[src/decode_macros.svh]
// --------------------------------------------------
// Widths and special register numbers
// --------------------------------------------------
`ifndef DECODE_MACROS_SVH
`define DECODE_MACROS_SVH

`define INSN_WIDTH    32
`define DATA_WIDTH    32
`define REG_NUM_WIDTH 5

// x0 is hardwired zero, x1 is the return address
`define ZERO_REGISTER 5'd0
`define LINK_REGISTER 5'd1

`endif

[src/decodePkg.sv]
// --------------------------------------------------
// Enumerated types of the RV32IM decode stage
// Opcodes, op classes, unit codes, operand sources,
// immediate formats and illegal causes
// --------------------------------------------------
package decodePkg;

    // Major opcodes handled by the decoder
    typedef enum logic [6:0] {
        RISCV_LD     = 7'b0000011,
        RISCV_OP_IMM = 7'b0010011,
        RISCV_AUIPC  = 7'b0010111,
        RISCV_ST     = 7'b0100011,
        RISCV_OP     = 7'b0110011,
        RISCV_LUI    = 7'b0110111,
        RISCV_BR     = 7'b1100011,
        RISCV_JALR   = 7'b1100111,
        RISCV_JAL    = 7'b1101111
    } OpCode;

    // Op class of the micro-op
    typedef enum logic [3:0] {
        MOP_ALU,
        MOP_SHIFT,
        MOP_BR,
        MOP_JAL,
        MOP_RIJ,
        MOP_LOAD,
        MOP_STORE,
        MOP_MUL,
        MOP_DIV,
        MOP_ILLEGAL
    } MopType;

    typedef enum logic [3:0] {
        ADD, SUB, SLT, SLTU, XOR, OR, AND, SLL, SRL, SRA
    } AluCode;

    // AL is the always-taken code for non-branch ops
    typedef enum logic [2:0] {
        EQ, NE, LT, GE, LTU, GEU, AL
    } CondCode;

    // Values follow the load funct3 encoding
    typedef enum logic [2:0] {
        BYTE   = 3'b000,
        HALF   = 3'b001,
        WORD   = 3'b010,
        BYTE_U = 3'b100,
        HALF_U = 3'b101
    } AccessMode;

    // Values follow the M extension funct3 encoding
    typedef enum logic [2:0] {
        MUL, MULH, MULHSU, MULHU, DIV, DIVU, REM, REMU
    } MulDivCode;

    typedef enum logic [1:0] {
        OOT_REG, OOT_IMM, OOT_PC
    } OperandType;

    typedef enum logic [2:0] {
        IMM_NONE, IMM_I, IMM_S, IMM_B, IMM_U, IMM_J
    } ImmType;

    typedef enum logic [1:0] {
        CAUSE_NONE, CAUSE_INSN, CAUSE_PC_VIOLATION
    } IllegalCause;

endpackage

[src/decodeStageReg.sv]
// --------------------------------------------------
// Decode pipeline register with valid and stall
// --------------------------------------------------
`timescale 1ns/10ps
`include "decode_macros.svh"

module decodeStageReg (
    input  logic                      clk,
    input  logic                      rstN,
    input  logic                      stall,
    input  logic                      insnValid,
    input  decodePkg::MopType         mopType,
    input  decodePkg::AluCode         aluCode,
    input  decodePkg::CondCode        condCode,
    input  decodePkg::AccessMode      accessMode,
    input  decodePkg::MulDivCode      mulDivCode,
    input  logic [`REG_NUM_WIDTH-1:0] srcRegA,
    input  logic [`REG_NUM_WIDTH-1:0] srcRegB,
    input  logic [`REG_NUM_WIDTH-1:0] dstReg,
    input  decodePkg::OperandType     opTypeA,
    input  decodePkg::OperandType     opTypeB,
    input  logic [`DATA_WIDTH-1:0]    imm,
    input  logic                      writeReg,
    input  logic                      writePC,
    input  logic                      isRelBranch,
    input  logic                      isCall,
    input  logic                      isReturn,
    input  decodePkg::IllegalCause    illegalCause,
    output logic                      opValid,
    output decodePkg::MopType         opMopType,
    output decodePkg::AluCode         opAluCode,
    output decodePkg::CondCode        opCondCode,
    output decodePkg::AccessMode      opAccessMode,
    output decodePkg::MulDivCode      opMulDivCode,
    output logic [`REG_NUM_WIDTH-1:0] opSrcRegA,
    output logic [`REG_NUM_WIDTH-1:0] opSrcRegB,
    output logic [`REG_NUM_WIDTH-1:0] opDstReg,
    output decodePkg::OperandType     opTypeAOut,
    output decodePkg::OperandType     opTypeBOut,
    output logic [`DATA_WIDTH-1:0]    opImm,
    output logic                      opWriteReg,
    output logic                      opWritePC,
    output logic                      opIsRelBranch,
    output logic                      opIsCall,
    output logic                      opIsReturn,
    output decodePkg::IllegalCause    opIllegalCause
);
    import decodePkg::*;

    always_ff @(posedge clk or negedge rstN) begin
        if (!rstN) begin
            // Every enum below encodes to zero
            opValid        <= 1'b0;
            opMopType      <= MOP_ALU;
            opAluCode      <= ADD;
            opCondCode     <= EQ;
            opAccessMode   <= BYTE;
            opMulDivCode   <= MUL;
            opSrcRegA      <= '0;
            opSrcRegB      <= '0;
            opDstReg       <= '0;
            opTypeAOut     <= OOT_REG;
            opTypeBOut     <= OOT_REG;
            opImm          <= '0;
            opWriteReg     <= 1'b0;
            opWritePC      <= 1'b0;
            opIsRelBranch  <= 1'b0;
            opIsCall       <= 1'b0;
            opIsReturn     <= 1'b0;
            opIllegalCause <= CAUSE_NONE;
        end else if (!stall) begin
            opValid        <= insnValid;
            opMopType      <= mopType;
            opAluCode      <= aluCode;
            opCondCode     <= condCode;
            opAccessMode   <= accessMode;
            opMulDivCode   <= mulDivCode;
            opSrcRegA      <= srcRegA;
            opSrcRegB      <= srcRegB;
            opDstReg       <= dstReg;
            opTypeAOut     <= opTypeA;
            opTypeBOut     <= opTypeB;
            opImm          <= imm;
            opWriteReg     <= writeReg;
            opWritePC      <= writePC;
            opIsRelBranch  <= isRelBranch;
            opIsCall       <= isCall;
            opIsReturn     <= isReturn;
            opIllegalCause <= illegalCause;
        end
    end

endmodule

[src/decodeTop.sv]
// --------------------------------------------------
// RV32IM decode stage top level
// Classifier, immediate generator and field decoder
// feeding the output register
// --------------------------------------------------
`timescale 1ns/10ps
`include "decode_macros.svh"

module decodeTop (
    input  logic                      clk,
    input  logic                      rstN,
    input  logic                      insnValid,
    input  logic [`INSN_WIDTH-1:0]    insn,
    input  logic                      illegalPC,
    input  logic                      stall,
    output logic                      opValid,
    output decodePkg::MopType         opMopType,
    output decodePkg::AluCode         opAluCode,
    output decodePkg::CondCode        opCondCode,
    output decodePkg::AccessMode      opAccessMode,
    output decodePkg::MulDivCode      opMulDivCode,
    output logic [`REG_NUM_WIDTH-1:0] opSrcRegA,
    output logic [`REG_NUM_WIDTH-1:0] opSrcRegB,
    output logic [`REG_NUM_WIDTH-1:0] opDstReg,
    output decodePkg::OperandType     opTypeA,
    output decodePkg::OperandType     opTypeB,
    output logic [`DATA_WIDTH-1:0]    opImm,
    output logic                      opWriteReg,
    output logic                      opWritePC,
    output logic                      opIsRelBranch,
    output logic                      opIsCall,
    output logic                      opIsReturn,
    output decodePkg::IllegalCause    opIllegalCause
);
    import decodePkg::*;

    MopType                    mopType;
    AluCode                    aluCode;
    CondCode                   condCode;
    AccessMode                 accessMode;
    MulDivCode                 mulDivCode;
    logic [`REG_NUM_WIDTH-1:0] srcRegA;
    logic [`REG_NUM_WIDTH-1:0] srcRegB;
    logic [`REG_NUM_WIDTH-1:0] dstReg;
    OperandType                typeA;
    OperandType                typeB;
    ImmType                    immType;
    logic [`DATA_WIDTH-1:0]    imm;
    logic                      writeReg;
    logic                      writePC;
    logic                      isRelBranch;
    logic                      isCall;
    logic                      isReturn;
    IllegalCause               illegalCause;

    opClassifier u_opClassifier (
        .insn         (insn),
        .illegalPC    (illegalPC),
        .mopType      (mopType),
        .srcRegA      (srcRegA),
        .srcRegB      (srcRegB),
        .dstReg       (dstReg),
        .opTypeA      (typeA),
        .opTypeB      (typeB),
        .immType      (immType),
        .writeReg     (writeReg),
        .writePC      (writePC),
        .isRelBranch  (isRelBranch),
        .isCall       (isCall),
        .isReturn     (isReturn),
        .illegalCause (illegalCause)
    );

    immGenerator u_immGenerator (
        .insn    (insn),
        .immType (immType),
        .imm     (imm)
    );

    opFieldDecoder u_opFieldDecoder (
        .insn       (insn),
        .mopType    (mopType),
        .aluCode    (aluCode),
        .condCode   (condCode),
        .accessMode (accessMode),
        .mulDivCode (mulDivCode)
    );

    decodeStageReg u_decodeStageReg (
        .clk            (clk),
        .rstN           (rstN),
        .stall          (stall),
        .insnValid      (insnValid),
        .mopType        (mopType),
        .aluCode        (aluCode),
        .condCode       (condCode),
        .accessMode     (accessMode),
        .mulDivCode     (mulDivCode),
        .srcRegA        (srcRegA),
        .srcRegB        (srcRegB),
        .dstReg         (dstReg),
        .opTypeA        (typeA),
        .opTypeB        (typeB),
        .imm            (imm),
        .writeReg       (writeReg),
        .writePC        (writePC),
        .isRelBranch    (isRelBranch),
        .isCall         (isCall),
        .isReturn       (isReturn),
        .illegalCause   (illegalCause),
        .opValid        (opValid),
        .opMopType      (opMopType),
        .opAluCode      (opAluCode),
        .opCondCode     (opCondCode),
        .opAccessMode   (opAccessMode),
        .opMulDivCode   (opMulDivCode),
        .opSrcRegA      (opSrcRegA),
        .opSrcRegB      (opSrcRegB),
        .opDstReg       (opDstReg),
        .opTypeAOut     (opTypeA),
        .opTypeBOut     (opTypeB),
        .opImm          (opImm),
        .opWriteReg     (opWriteReg),
        .opWritePC      (opWritePC),
        .opIsRelBranch  (opIsRelBranch),
        .opIsCall       (opIsCall),
        .opIsReturn     (opIsReturn),
        .opIllegalCause (opIllegalCause)
    );

endmodule

[src/immGenerator.sv]
// --------------------------------------------------
// Immediate generator for the I, S, B, U and J formats
// --------------------------------------------------
`timescale 1ns/10ps
`include "decode_macros.svh"

module immGenerator (
    input  logic [`INSN_WIDTH-1:0] insn,
    input  decodePkg::ImmType      immType,
    output logic [`DATA_WIDTH-1:0] imm
);
    import decodePkg::*;

    logic sign;
    logic isShiftImm;

    assign sign       = insn[31];
    // SLLI, SRLI and SRAI carry funct7 in the upper I bits
    assign isShiftImm = (insn[6:0] == RISCV_OP_IMM) && (insn[13:12] == 2'b01);

    always_comb begin
        case (immType)
            IMM_I: begin
                if (isShiftImm) begin
                    imm = {{(`DATA_WIDTH-5){1'b0}}, insn[24:20]};
                end else begin
                    imm = {{(`DATA_WIDTH-12){sign}}, insn[31:20]};
                end
            end
            IMM_S: imm = {{(`DATA_WIDTH-12){sign}}, insn[31:25], insn[11:7]};
            IMM_B: imm = {{(`DATA_WIDTH-13){sign}}, sign, insn[7], insn[30:25],
                          insn[11:8], 1'b0};
            IMM_U: imm = {insn[31:12], {(`DATA_WIDTH-20){1'b0}}};
            IMM_J: imm = {{(`DATA_WIDTH-21){sign}}, sign, insn[19:12], insn[20],
                          insn[30:21], 1'b0};
            default: imm = '0;
        endcase
    end

endmodule

[src/opClassifier.sv]
// --------------------------------------------------
// Op classifier of the decode stage
// Op class, registers, operand sources, immediate
// format, control-flow hints and illegal detection
// --------------------------------------------------
`timescale 1ns/10ps
`include "decode_macros.svh"

module opClassifier (
    input  logic [`INSN_WIDTH-1:0]    insn,
    input  logic                      illegalPC,
    output decodePkg::MopType         mopType,
    output logic [`REG_NUM_WIDTH-1:0] srcRegA,
    output logic [`REG_NUM_WIDTH-1:0] srcRegB,
    output logic [`REG_NUM_WIDTH-1:0] dstReg,
    output decodePkg::OperandType     opTypeA,
    output decodePkg::OperandType     opTypeB,
    output decodePkg::ImmType         immType,
    output logic                      writeReg,
    output logic                      writePC,
    output logic                      isRelBranch,
    output logic                      isCall,
    output logic                      isReturn,
    output decodePkg::IllegalCause    illegalCause
);
    import decodePkg::*;

    OpCode                     opCode;
    logic [2:0]                funct3;
    logic [6:0]                funct7;
    logic [`REG_NUM_WIDTH-1:0] rd;
    logic [`REG_NUM_WIDTH-1:0] rs1;
    logic [`REG_NUM_WIDTH-1:0] rs2;
    logic                      isShift;
    logic                      rdNonZero;

    assign opCode    = OpCode'(insn[6:0]);
    assign rd        = insn[11:7];
    assign funct3    = insn[14:12];
    assign rs1       = insn[19:15];
    assign rs2       = insn[24:20];
    assign funct7    = insn[31:25];
    // SLL is 001, SRL/SRA is 101
    assign isShift   = (funct3[1:0] == 2'b01);
    assign rdNonZero = (rd != `ZERO_REGISTER);

    always_comb begin
        mopType      = MOP_ALU;
        srcRegA      = `ZERO_REGISTER;
        srcRegB      = `ZERO_REGISTER;
        dstReg       = `ZERO_REGISTER;
        opTypeA      = OOT_REG;
        opTypeB      = OOT_REG;
        immType      = IMM_NONE;
        writeReg     = 1'b0;
        writePC      = 1'b0;
        isRelBranch  = 1'b0;
        isCall       = 1'b0;
        isReturn     = 1'b0;
        illegalCause = CAUSE_NONE;

        case (opCode)
            RISCV_OP: begin
                if (funct7 == 7'b0000001) begin
                    mopType = funct3[2] ? MOP_DIV : MOP_MUL;
                end else begin
                    mopType = isShift ? MOP_SHIFT : MOP_ALU;
                end
                srcRegA  = rs1;
                srcRegB  = rs2;
                dstReg   = rd;
                writeReg = rdNonZero;
            end
            RISCV_OP_IMM: begin
                mopType  = isShift ? MOP_SHIFT : MOP_ALU;
                srcRegA  = rs1;
                dstReg   = rd;
                opTypeB  = OOT_IMM;
                immType  = IMM_I;
                writeReg = rdNonZero;
            end
            RISCV_LUI, RISCV_AUIPC: begin
                // LUI adds its immediate to x0
                dstReg   = rd;
                opTypeA  = (opCode == RISCV_AUIPC) ? OOT_PC : OOT_REG;
                opTypeB  = OOT_IMM;
                immType  = IMM_U;
                writeReg = rdNonZero;
            end
            RISCV_JAL: begin
                mopType     = MOP_JAL;
                dstReg      = rd;
                opTypeA     = OOT_PC;
                opTypeB     = OOT_IMM;
                immType     = IMM_J;
                writeReg    = rdNonZero;
                writePC     = 1'b1;
                isRelBranch = 1'b1;
                isCall      = rdNonZero && (rd == `LINK_REGISTER);
            end
            RISCV_JALR: begin
                mopType  = MOP_RIJ;
                srcRegA  = rs1;
                dstReg   = rd;
                opTypeB  = OOT_IMM;
                immType  = IMM_I;
                writeReg = rdNonZero;
                writePC  = 1'b1;
                isCall   = rdNonZero && (rd == `LINK_REGISTER);
                isReturn = (rs1 == `LINK_REGISTER) && (rd == `ZERO_REGISTER);
            end
            RISCV_BR: begin
                // Compares two registers, target offset comes from the B immediate
                mopType     = MOP_BR;
                srcRegA     = rs1;
                srcRegB     = rs2;
                immType     = IMM_B;
                writePC     = 1'b1;
                isRelBranch = 1'b1;
            end
            RISCV_LD: begin
                mopType  = MOP_LOAD;
                srcRegA  = rs1;
                dstReg   = rd;
                opTypeB  = OOT_IMM;
                immType  = IMM_I;
                writeReg = rdNonZero;
            end
            RISCV_ST: begin
                // Store data is read through operand B
                mopType = MOP_STORE;
                srcRegA = rs1;
                srcRegB = rs2;
                immType = IMM_S;
            end
            default: begin
                mopType      = MOP_ILLEGAL;
                illegalCause = CAUSE_INSN;
            end
        endcase

        // A fetch fault overrides whatever was decoded
        if (illegalPC) begin
            mopType      = MOP_ILLEGAL;
            writeReg     = 1'b0;
            writePC      = 1'b0;
            isRelBranch  = 1'b0;
            isCall       = 1'b0;
            isReturn     = 1'b0;
            illegalCause = CAUSE_PC_VIOLATION;
        end
    end

endmodule

[src/opFieldDecoder.sv]
// --------------------------------------------------
// Funct field decoder
// ALU, branch condition, access mode and mul/div codes
// --------------------------------------------------
`timescale 1ns/10ps
`include "decode_macros.svh"

module opFieldDecoder (
    input  logic [`INSN_WIDTH-1:0] insn,
    input  decodePkg::MopType      mopType,
    output decodePkg::AluCode      aluCode,
    output decodePkg::CondCode     condCode,
    output decodePkg::AccessMode   accessMode,
    output decodePkg::MulDivCode   mulDivCode
);
    import decodePkg::*;

    OpCode      opCode;
    logic [2:0] funct3;
    logic       funct7Alt;
    logic       isRegOp;
    logic       isIntOp;

    assign opCode    = OpCode'(insn[6:0]);
    assign funct3    = insn[14:12];
    assign funct7Alt = insn[30];
    assign isRegOp   = (opCode == RISCV_OP);
    // LUI and AUIPC share MOP_ALU but have no funct3
    assign isIntOp   = isRegOp || (opCode == RISCV_OP_IMM);

    always_comb begin
        aluCode    = ADD;
        condCode   = AL;
        accessMode = WORD;
        mulDivCode = MUL;

        case (mopType)
            MOP_ALU, MOP_SHIFT: begin
                if (isIntOp) begin
                    case (funct3)
                        3'b000:  aluCode = (isRegOp && funct7Alt) ? SUB : ADD;
                        3'b001:  aluCode = SLL;
                        3'b010:  aluCode = SLT;
                        3'b011:  aluCode = SLTU;
                        3'b100:  aluCode = XOR;
                        3'b101:  aluCode = funct7Alt ? SRA : SRL;
                        3'b110:  aluCode = OR;
                        default: aluCode = AND;
                    endcase
                end
            end
            MOP_BR: begin
                case (funct3)
                    3'b000:  condCode = EQ;
                    3'b001:  condCode = NE;
                    3'b100:  condCode = LT;
                    3'b101:  condCode = GE;
                    3'b110:  condCode = LTU;
                    3'b111:  condCode = GEU;
                    default: condCode = AL;
                endcase
            end
            MOP_LOAD, MOP_STORE: begin
                case (funct3)
                    3'b000:  accessMode = BYTE;
                    3'b001:  accessMode = HALF;
                    3'b100:  accessMode = BYTE_U;
                    3'b101:  accessMode = HALF_U;
                    default: accessMode = WORD;
                endcase
            end
            MOP_MUL, MOP_DIV: begin
                mulDivCode = MulDivCode'(funct3);
            end
            default: begin
                aluCode = ADD;
            end
        endcase
    end

endmodule

[config.mk]
export PLATFORM = sky130hd
export DESIGN_NAME = decodeTop
export DESIGN_NICKNAME = d
export VERILOG_FILES = /design/src/decodePkg.sv /design/src/decodeStageReg.sv /design/src/decodeTop.sv /design/src/immGenerator.sv /design/src/opClassifier.sv /design/src/opFieldDecoder.sv
export VERILOG_INCLUDE_DIRS = /design/src
export SDC_FILE = /design/constraint.sdc
export NUM_CORES = 1
export LEC_CHECK = 0
export ABC_AREA = 1
export BUFFER_PORTS_ARGS = -buffer_cell sky130_fd_sc_hd__buf_2
export CORE_MARGIN = 10
export CORE_UTILIZATION = 45
export CTS_BUF_LIST = sky130_fd_sc_hd__clkbuf_16
export DETAILED_ROUTE_END_ITERATION = 8
export PLACE_DENSITY_LB_ADDON = 0.25
export SLEW_MARGIN = 10
export SYNTH_ARGS = -nofsm -noshare
export SYNTH_HDL_FRONTEND = slang
export SYNTH_SLANG_ARGS = --single-unit
[constraint.sdc]
create_clock -name clk -period 0.8 [get_ports clk]
set_clock_uncertainty 0.2 [all_clocks]
set_input_delay 0.16 -clock clk [delete_from_list [all_inputs] [get_ports clk]]
set_output_delay 0.16 -clock clk [all_outputs]
set_load 0.1 [all_outputs]
==> impl_metrics.csv, run 1 <==
group,metric,value,unit
outcome,status,"stopped before the end",
outcome,stop_stage,"5_1_grt",
outcome,error,"[ERROR DPL-0038] Utilization greater than 100%, impossible to legalize",
placement,place_congestion,0.942,
placement,place_inst,757,
floorplan,dieWidth,112,um
synth,synthXorXnorAreaFrac,0,%
clock_network,clockBufferDepth,2,
timing,worst_endpoint,"u_decodeStageReg.opImm[16]$_DFFE_PN0N_/D",
synth,synthSimpleGateAreaFrac,34.5,%
clock_network,clock-sinks,74,
clock_network,ctsHtreeMaxLevel,3,
timing,worstEpCategory,"sequential cell input",
grt,grt_max_degree,44,
synth,synth_top_family_by_area,"simple AND/OR/NAND/NOR gates",
synth,synthTopCellsByArea,"dfrtp_1, nand2_1, nand3_1, inv_1, nor2_1",
floorplan,start_util,46.2,%
placement,dp_hpwl,11600,um
floorplan,fp.dieH,112,um
synth,synthAdderAreaFrac,0,%
clock_network,numCtsBuffers,9,
placement,io_buffers,110,
synth,netlist_area,3800,um^2
synth,yosysSeqAreaShare,48.7,%
synth,synthDominantCellAreaShare,48.7,%
synth,ys_types,33,
clock_network,cts_root_buf,"clkbuf_16",
floorplan,ioPinCount,113,
synth,muxShareOfSynthArea,0,%
synth,yosys.area.top_type,"dfrtp_1",
synth,avgSynthCellArea,7.83,um^2
synth,synth_compound_area_share,10.3,%
synth,synth-seq-cells,74,
synth,postSynthCellCount,485,
floorplan,rows,33,
synth,ys.warnings.count,0,
## cells in the mapped netlist
cell type and instances:
nor2_4 7, nand3_2 5, o21ai_0 19, inv_1 29, a31oi_1 1, conb_1 1
buf_1 4, o211ai_1 5, nand3_1 34, a22oi_1 1, nand3b_1 3, nor3_1 2
nand2_1 193, o2111ai_1 11, nand2_4 4, nand4_1 6, o41ai_1 1, dfrtp_1 74
a21oi_1 7, buf_2 2, nand2_2 6, or2_2 1, o211ai_2 1, inv_2 6
buf_4 4, inv_4 1, nor2_1 28, nor2_2 4, clkbuf_1 13, o21ai_1 1
o21ai_2 3, a21o_1 1, o31ai_1 7
## cells by family after synthesis
group,count (synthesis)
simple gates,293
flops,74
buf+inv,59
compound gates,58
other cells,1
## stage by stage
step                util (%)  setup slack (ps)  instance area, um^2
floorplan                  -              -652                 4340
global placement        81.1             -1000                 6670
detailed placement      81.1             -1020                 6670
CTS                     95.5              -574                 7850
## timing repair
item / in CTS
setup endpoints to repair: 148
pin swaps: 56
resized for setup: 157
buffers inserted: 32
endpoints found under the hold margin: 83
cloned: 1
==> run 2: changes to the inputs <==
- CORE_UTILIZATION: 45 -> 30
- CTS_BUF_LIST: sky130_fd_sc_hd__clkbuf_16 -> default
- PLACE_DENSITY_LB_ADDON: 0.25 -> 0.15
- clock period: 0.8 -> 1.04 ns (I/O delays scaled with it)
==> impl_metrics.csv, run 2 <==
group,metric,value,unit
clock_network,hold_buffers,2,
drt,postRouteAntennaNets,0,
setup_path,rrSetupSlack,-90,ps
outcome,status,"complete, but fails checks",
timing,setup_viol,145,
synth,synthDominantCellAreaShare,48.7,%
synth,synth-main-ff-cell,"dfrtp_1",
power_and_ir_drop,p_leak,0.00378,uW
setup_path,critical_path_class,"primary input to flop",
grt,overflow,0,
timing,min_period,1460,ps
timing,fin_hold_ws,-96.1,ps
timing,hold_viol,1,
synth,synthTopCellsByArea,"dfrtp_1, nand2_1, nand3_1, inv_1, nor2_1",
clock_network,clk_pin_slew_worst_paths,60,ps
synth,avgSynthCellArea,7.83,um^2
timing,slew_viol_final,0,
finish,seq_area,2130,um^2
timing,fin_crit_sh,141,%
finish,fin_area,8150,um^2
grt,grt_pass1_wl,25000,um
setup_path,crit_path_start_kind,"primary input",
finish,largest_register_ffs,32,
drt,drc,0,
placement,dp_hpwl,11500,um
setup_path,worstPathMaxFanout,4,
synth,ys_types,33,
finish,n_antenna_cell,0,
grt,grt_pass1_vias,4582,
placement,dp_slack,-941,ps
drt,via_per_inst,4.70,
clock_network,insertion_delay,340,ps
floorplan,fp.coreArea,12500,um^2
placement,io_buffers,110,
grt,antenna_found_initial,1,
drt,routed_wl,15500,um
timing,rsz0062_at_grt,"yes",
drt,drtIter0Drc,191,
power_and_ir_drop,vdd_ir_drop_max,0.899,mV
clock_network,numCtsBuffers,9,
outcome,violations,"hold timing, setup timing",
clock_network,cts_tree,"built",
floorplan,dieArea,17600,um^2
timing,final.setup.worst_slack,-421,ps
synth,synth_edf_count,0,
setup_path,end_kind,"flop",
synth,yosysSeqAreaShare,48.7,%
clock_network,ctsHtreeMaxLevel,3,
clock_network,cts_root_buf,"clkbuf_16",
setup_path,critPathArrivalTime,1480,ps
drt,wire_per_inst,17.6,um
floorplan,start_util,30.4,%
synth,synth_common_cells,"nand2_1, dfrtp_1, nand3_1, inv_1, nor2_1",
clock_network,clock-sinks,74,
drt,route.vias.total,4149,
synth,ys.warnings.count,0,
finish,final_common_cell,"nand2_1",
setup_path,worstPathRequired,1050,ps
finish,final_cell_mix,"nand2_1, buf_12, buf_4",
finish,top_register,"u_decodeStageReg.opImm",
finish,finalNetCount,745,
synth,synth-seq-cells,74,
worst_hold_path,hold_class,"primary input to flop",
clock_network,clockBufferDepth,2,
power_and_ir_drop,p_per_area,970,nW/um^2
job,cap_violations,0,
synth,async_flop_share,100,%
placement,place_congestion,0.868,
synth,yosysMostFrequentCell,"nand2_1",
finish,fillerInstances,1044,
floorplan,rows,41,
drt,drtPass1Iterations,4,
finish,areaGrowthSynthToFinish,114,%
timing,fmax,684,MHz
floorplan,dieWidth,133,um
finish,multi_input_area,2400,um^2
synth,postSynthCellCount,485,
floorplan,fp.dieH,133,um
placement,placed_area,6850,um^2
floorplan,ioPinCount,113,
synth,netlist_area,3800,um^2
finish,drive_gt1_share,64.9,%
power_and_ir_drop,power,7900,uW
grt,track_usage,17.8,%
synth,yosys.area.top_type,"dfrtp_1",
grt,grt_max_degree,45,
-- run 2: metal layers --
| layer | vias to the layer above | wire [um] | track usage (%) |
|---|---|---|---|
| met5 | - | 7 | 0 |
| met4 | 2 | 288 | 5.56 |
| met1 | 2006 | 6510 | 21.2 |
| li1 | 2017 | - | - |
| met2 | 102 | 7770 | 30.0 |
| met3 | 22 | 943 | 5.30 |
-- run 2: cell families after synthesis --
group | Yosys count | share of synthesized area [%]
AND/OR/NAND/NOR | 293 | 34.5
flip-flops | 74 | 48.7
buffers and inverters | 59 | 6.35
AO/OA/AOI/OAI | 58 | 10.3
other | 1 | 0.0987
-- run 2: final timing paths --
kind,start,to,cells after the start
worst max-delay path,insn[4],u_decodeStageReg.opImm[0],13
max in group asynchronous,rstN,u_decodeStageReg.opImm[19],3
min in group asynchronous,rstN,u_decodeStageReg.opTypeAOut[1],3
worst min register to register,u_decodeStageReg.opValid,u_decodeStageReg.opValid,2
worst min-delay path,insn[19],u_decodeStageReg.opIsReturn,2
worst max register to register,u_decodeStageReg.opCondCode[2],u_decodeStageReg.opCondCode[2],3
-- run 2: what timing repair did --
action,CTS,global route
hold endpoints to repair,76,1
pin swaps,54,25
gates resized for setup,144,30
setup buffers,28,7
endpoints found under the setup margin,146,148
cloned,5,0
-- run 2: power breakdown --
| group | switching [uW] | internal (uW) |
|---|---|---|
| logic | 1270 | 779 |
| registers | 96.1 | 3010 |
| clock network | 1180 | 1570 |
| total | 2550 | 5360 |
-- run 2: worst max-delay path: stages --
cell	delay, ps
buf_12	110
inv_12	60
buf_6	90
nor3_4	40
nand2_1	80
inv_2	50
nor2_4	150
inv_2	70
buf_4	130
buf_4	120
buf_4	120
a22oi_2	160
o21ai_1	90
-- run 2: layout make-up --
cell class	instances	area share, %
Multi-Input combinational cell	354	29.4
Inverter	36	2.37
Clock buffer	10	2.81
Sequential cell	74	26.1
Timing Repair Buffer	233	36.4
Tap cell	172	2.64
Clock inverter	3	0.246
-- run 2: metrics by stage --
stage / util, % / setup TNS, ps / cells
floorplan: - / -21050 / 486
global placement: 54.7 / -53240 / 833
finish: 65.1 / -49000 / 882
detailed placement: 54.7 / -55480 / 833
global route: 65.1 / -54920 / 882
CTS: 63.8 / -47160 / 878
(Power assumes the default switching activity.)
==> run 3: changes to the inputs <==
- CORE_UTILIZATION: 30 -> 52
==> impl_metrics.csv, run 3 <==
group,metric,value,unit
floorplan,ioPinCount,113,
floorplan,fp.dieH,105,um
synth,synthDominantCellAreaShare,48.7,%
placement,dp_hpwl,13300,um
synth,netlist_area,3800,um^2
clock_network,cts_resized,148,
synth,ys.warnings.count,0,
synth,async_flop_share,100,%
placement,placed_area,6630,um^2
clock_network,clock-sinks,74,
synth,yosysSeqAreaShare,48.7,%
synth,yosys.area.top_type,"dfrtp_1",
synth,synthTopCellsByArea,"dfrtp_1, nand2_1, nand3_1, inv_1, nor2_1",
synth,synth_common_cells,"nand2_1, dfrtp_1, nand3_1, inv_1, nor2_1",
clock_network,clockBufferDepth,2,
floorplan,start_util,53.0,%
outcome,stop_stage,"4_1_cts",
synth,synth-main-ff-cell,"dfrtp_1",
synth,avgSynthCellArea,7.83,um^2
outcome,error,"[ERROR DPL-0038] Utilization greater than 100%, impossible to legalize",
placement,place_inst,743,
synth,yosysMostFrequentCell,"nand2_1",
clock_network,postCtsSetupBuffers,36,
outcome,status,"stopped before the end",
floorplan,dieWidth,105,um
clock_network,numCtsBuffers,9,
floorplan,rows,31,
clock_network,ctsHtreeMaxLevel,3,
placement,io_buffers,110,
synth,synth_edf_count,0,
synth,synth-seq-cells,74,
placement,place_congestion,0.987,
clock_network,cts_root_buf,"clkbuf_8",
synth,postSynthCellCount,485,
synth,ys_types,33,
clock_network,hold_buffers,5,
## run 3: cell counts after synthesis
No cell type changed its count.
## run 3: through the flow
stage	setup WS (ps)	hold WS, ps
after floorplan	-460	-288
after detailed placement	-980	-16.6
after global placement	-807	-23.1
## run 3: cell families after synthesis
logic type	count (synthesis)	synth area share [%]
compound gates	58	10.3
buf+inv	59	6.35
flops	74	48.7
other cells	1	0.0987
simple gates	293	34.5
